[src/design/fixedPointPkg.sv]
`default_nettype none

// number format shared by every stage of the network
package fixedPointPkg;

	// ------------------------------------------------------------------------
	// word format
	// ------------------------------------------------------------------------
	localparam int activationWidth = 32; // inputs, products, sums and outputs

	typedef logic [activationWidth-1:0] activation_t;

	// ------------------------------------------------------------------------
	// rescaling after the sum
	// ------------------------------------------------------------------------
	// the ReLU output keeps sum bits 28..13, zero extended to a full word
	localparam int fracBits = 13; // lowest kept sum bit
	localparam int keptBits = 16; // number of kept sum bits

endpackage

`default_nettype wire

[src/design/networkPkg.sv]
`default_nettype none

// shape of the classifier and its fixed weight tables
package networkPkg;

	// ------------------------------------------------------------------------
	// network shape
	// ------------------------------------------------------------------------
	localparam int featureCount = 15;
	localparam int hiddenCount = 8;
	localparam int classCount = 3;

	localparam int neuronLatency = 3; // input reg, sum reg, output reg

	typedef logic [$clog2(classCount)-1:0] classIndex_t;

	// ------------------------------------------------------------------------
	// hidden layer, one row of weights per neuron
	// ------------------------------------------------------------------------
	// words are two's complement, only the low 32 bits of each product count
	localparam fixedPointPkg::activation_t [0:hiddenCount-1][0:featureCount-1]
		hiddenWeights = '{
		'{  3121,  -1874,    652,   4410,  -2937,   1508,   7021,   -356,
		    2244,  -5113,    918,   3367,  -1402,   2780,   -611},
		'{ -4402,   2716,   5530,  -1189,    843,  -3650,   1977,   6204,
		   -2518,    377,   4089,   -903,  -6120,   1455,   3302},
		'{  1290,   4875,  -3311,   2097,   6648,   -741,  -2286,   1733,
		    5019,  -4460,   2608,   1164,   -838,  -3927,   4731},
		'{ -1733,  -5262,   2849,   3976,  -1108,   4423,    608,  -2971,
		    1886,   3534,  -6701,   2215,   5107,   -489,   1372},
		'{  5864,   1027,  -2643,  -3785,   2411,    917,   3658,   4296,
		   -1520,   2063,   -774,  -3149,   1831,   6485,  -2097},
		'{  -892,   3440,   1615,  -5037,   4788,   2552,  -1349,    763,
		    6319,  -2208,   1493,   4970,  -3586,    291,  -4125},
		'{ -2920,   5669,   7442,   2905,   3415,   3193,  -4586,  -1474,
		     -79,   4600,   3581,  -4228,   2853,   2082,  -2428},
		'{  2476,  -3108,   4217,   1569,  -6032,   3891,   2734,  -1826,
		   -4371,   5296,    642,   1788,  -2915,   3603,    985}
	};

	localparam fixedPointPkg::activation_t [0:hiddenCount-1] hiddenBiases = '{
		412, -257, 138, 690, -533, 221, 309, -76
	};

	// ------------------------------------------------------------------------
	// output layer
	// ------------------------------------------------------------------------
	localparam fixedPointPkg::activation_t [0:classCount-1][0:hiddenCount-1]
		outputWeights = '{
		'{  4821,  -2264,   3107,   1589,  -3875,   2430,   5116,  -1742},
		'{ -1936,   4550,   -871,   3264,   2798,  -4012,   1377,   3689},
		'{  2603,   1841,   4375,  -3120,   1466,   3052,  -2589,   2214}
	};

	localparam fixedPointPkg::activation_t [0:classCount-1] outputBiases = '{
		187, -94, 63
	};

endpackage

`default_nettype wire

[src/design/argmaxUnit.sv]
`default_nettype none

// picks the largest class score, lowest class number wins a tie
module argmaxUnit (
	input logic clk,
	input logic reset,
	input fixedPointPkg::activation_t [networkPkg::classCount-1:0] scores,
	output networkPkg::classIndex_t winningClass,
	output fixedPointPkg::activation_t winningScore
);

	networkPkg::classIndex_t bestClass;
	fixedPointPkg::activation_t bestScore;

	always_comb
	begin
		bestClass = '0;
		bestScore = scores[0];
		for (int c = 1; c < networkPkg::classCount; c++)
		begin
			if (scores[c] > bestScore) // strict compare keeps the lower index on ties
			begin
				bestClass = networkPkg::classIndex_t'(c);
				bestScore = scores[c];
			end
		end
	end

	always_ff @(posedge clk)
	begin
		if (reset)
		begin
			winningClass <= '0;
			winningScore <= '0;
		end
		else
		begin
			winningClass <= bestClass;
			winningScore <= bestScore;
		end
	end

endmodule

`default_nettype wire

[config.mk]
export PLATFORM = sky130hd
export DESIGN_NAME = argmaxUnit
export DESIGN_NICKNAME = d
export VERILOG_FILES = /design/src/design/fixedPointPkg.sv /design/src/design/networkPkg.sv /design/src/design/argmaxUnit.sv
export SDC_FILE = /design/constraint.sdc
export NUM_CORES = 1
export LEC_CHECK = 0
export BUFFER_PORTS_ARGS = -buffer_cell sky130_fd_sc_hd__buf_2
export CORE_ASPECT_RATIO = 0.7
export CORE_MARGIN = 1.5
export CORE_UTILIZATION = 51
export DETAILED_ROUTE_END_ITERATION = 12
export GPL_ROUTABILITY_DRIVEN = 0
export GPL_TIMING_DRIVEN = 0
export PLACE_DENSITY = 0.84
export SETUP_SLACK_MARGIN = 0.05
export SYNTH_ARGS = -nofsm -noshare
export SYNTH_HDL_FRONTEND = slang
export SYNTH_SLANG_ARGS = --single-unit
[constraint.sdc]
create_clock -name clk -period 5.65 [get_ports clk]
set_input_delay 0.565 -clock clk [delete_from_list [all_inputs] [get_ports clk]]
set_output_delay 0.565 -clock clk [all_outputs]
set_load 0.01 [all_outputs]
==> flow_summary.ini <==
[status]
outcome = completed

[route]
ant_nets = 0
drt-met1-wl_um = 5040
drcViolationCount = 0
post_drt_via_cell_ratio = 6.08
routed_wl_um = 11300
wl_per_cell_um = 17.3
dr.max_layer_used = met4
drt-initial-drc-count = 215
met3_length_um = 1230
dr_wl_met2_um = 4840
first_pass_iters = 4
vias = 3975

[global_routing]
grt_pass1_wl_um = 18100
grt_pass1_vias = 3726
antenna_found_initial = 0
overflow = 0
track_usage = 0.292
grt_max_degree = 11

[critical_path]
worstSetupPathType = in2reg
crit_path_start_kind = input port
worstPathRequired_ns = 5.84
worst-path-max-fanout = 10
end_kind = flip-flop
crit_arrival_ns = 5.14

[placement]
placed_cells = 647
placed_cell_area_mm2 = 0.00450
port_buffers = 130
hpwl_um = 9150

[sta]
setup_violations = 0
tightest_slew_ns = 0.745
period_needed_ns = 4.94
rsz0062_at_grt = false
maxSlewHeadroom = 0.503
hold_viol = 0
drv_slew = 0
max_freq_mhz = 202
tns_ns = 0
period_share = 0.875

[layout]
fin_cells = 654
final_cell_area_mm2 = 0.00457
layout.nets = 722
antenna_cells = 0
syn_to_final_growth_pct = 22.7
drive_gt1_frac = 0.404
final_common_cell = buf_2
final_cell_mix = 138 x buf_2, 64 x ha_1, 57 x a21oi_1, 37 x inv_1, 36 x nand3_1

[clock_tree]
cts_tree = done
htree_num_levels = 2
cts_inserted_buffers = 5
cts.sinks = 34
ctsHoldBuffers = 0
post_cts_resized = 0
cts.clk_slew.worst_paths_ns = 0.08
clock_path_buffers = 2
cts_root_buf = clkbuf_8
post_cts_buffers = 0

[power_and_ir_drop]
irDropWorstVdd_mv = 0.102
powerDensity_mw_per_mm2 = 210
p_leak_nw = 2.17

[yosys]
synth_top_family_by_area = compound AO/OA/AOI/OAI gates
synth_compound_area_frac = 0.340
yosys_register_bits = 34
async_flop_share = 0
synth_warnings = 0
yosys.area_share.adder = 0.215
synth_xor_area_frac = 0
syn-cell-area_mm2 = 0.00373
avgSynthCellArea_um2 = 8.81
yosys-mux-area-fraction = 0
synth_edf_count = 0
yosysSeqAreaShare = 0.183
synth.net_count = 585
syn-instance-count = 423
yosys.area_share.simple = 0.175
ys.flop_type = dfxtp_1
synth.distinct_cells = 41

[die]
die_area_mm2 = 0.00784
io_pins = 132
die_h_um = 74.5
die_x_um = 105
num_rows = 25
start_util = 0.539
core-area_mm2 = 0.00691

[worst_hold_path]
min_path_type = in2reg

[run]
maxCapViolCount = 0
==> cell usage after synthesis, types with 8 or more instances <==
master | instances | share of area
ha_1 | 64 | 0.21
a21oi_1 | 57 | 0.077
inv_1 | 37 | 0.037
nand3_1 | 36 | 0.048
dfxtp_1 | 34 | 0.18
and2_1 | 32 | 0.054
o21ai_2 | 30 | 0.070
a311oi_2 | 29 | 0.12
nand4_1 | 16 | 0.027
nand2_1 | 13 | 0.013
buf_6 | 10 | 0.030
buf_2 | 8 | 0.011
==> flip-flops by register name, summed over array words and instances, names as in the netlist <==
name          count
winningScore     32
winningClass      2
==> power by group <==
part / internal [mW] / total, mW / switching (mW)
sequential: 0.277 / 0.286 / 0.00916
clock: 0.0829 / 0.182 / 0.0991
combinational: 0.214 / 0.493 / 0.279
==> layer usage <==
layer  GRT usage  vias to the layer above
li1            -                     1884
met1       0.399                     1841
met2       0.470                      222
met3      0.0640                       28
met4      0.0807                        0
met5           0                        -
==> critical path: stages <==
cell and delay (ns):
buf_2 0.09, inv_1 0.04, ha_1 0.32, nand4_1 0.26, nor2_1 0.07, o2bb2ai_1 0.15, o31ai_1 0.55, clkbuf_1 0.52
nand3_1 0.19, and2_1 0.18, ha_1 0.29, a21oi_1 0.16, o21ai_1 0.14, a221o_1 0.37, o311ai_2 0.51, buf_2 0.33
a21oi_1 0.12, a311oi_2 0.28
==> stage by stage <==
| step | util | total power [mW] | hold slack (ns) | setup slack [ns] |
|---|---|---|---|---|
| after floorplan | - | 0.617 | 0.744 | 1.41 |
| after global placement | 0.650 | 0.759 | 0.882 | 0.594 |
| after detailed placement | 0.650 | 0.775 | 0.885 | 0.483 |
| after CTS | 0.662 | 0.955 | 0.573 | 0.775 |
| after global routing | 0.662 | 1.02 | 0.580 | 0.357 |
| final | 0.662 | 0.962 | 0.573 | 0.707 |
==> final timing paths <==
check	start	end	slack [ns]	cells past startpoint
worst max-delay path	scores[14]	winningScore[4]	0.71	18
worst min-delay path	scores[51]	winningScore[19]	0.57	3
==> kinds of logic after synthesis <==
| kind of cell | Yosys count |
|---|---|
| AO/OA/AOI/OAI | 150 |
| buffers and inverters | 63 |
| AND/OR/NAND/NOR | 112 |
| adder cells (fa/ha/maj) | 64 |
| flip-flops | 34 |
==> layout make-up <==
| type | instances | area, µm² |
|---|---|---|
| buffer | 26 | 186 |
| clock buffer | 5 | 68.8 |
| clock inverter | 2 | 10.0 |
| fill | 578 | 2340 |
| inverter | 37 | 139 |
| multi-input combinational | 326 | 2720 |
| sequential | 34 | 681 |
| tap | 94 | 118 |
| timing repair buffer | 130 | 651 |
(Power assumes the default switching activity.)
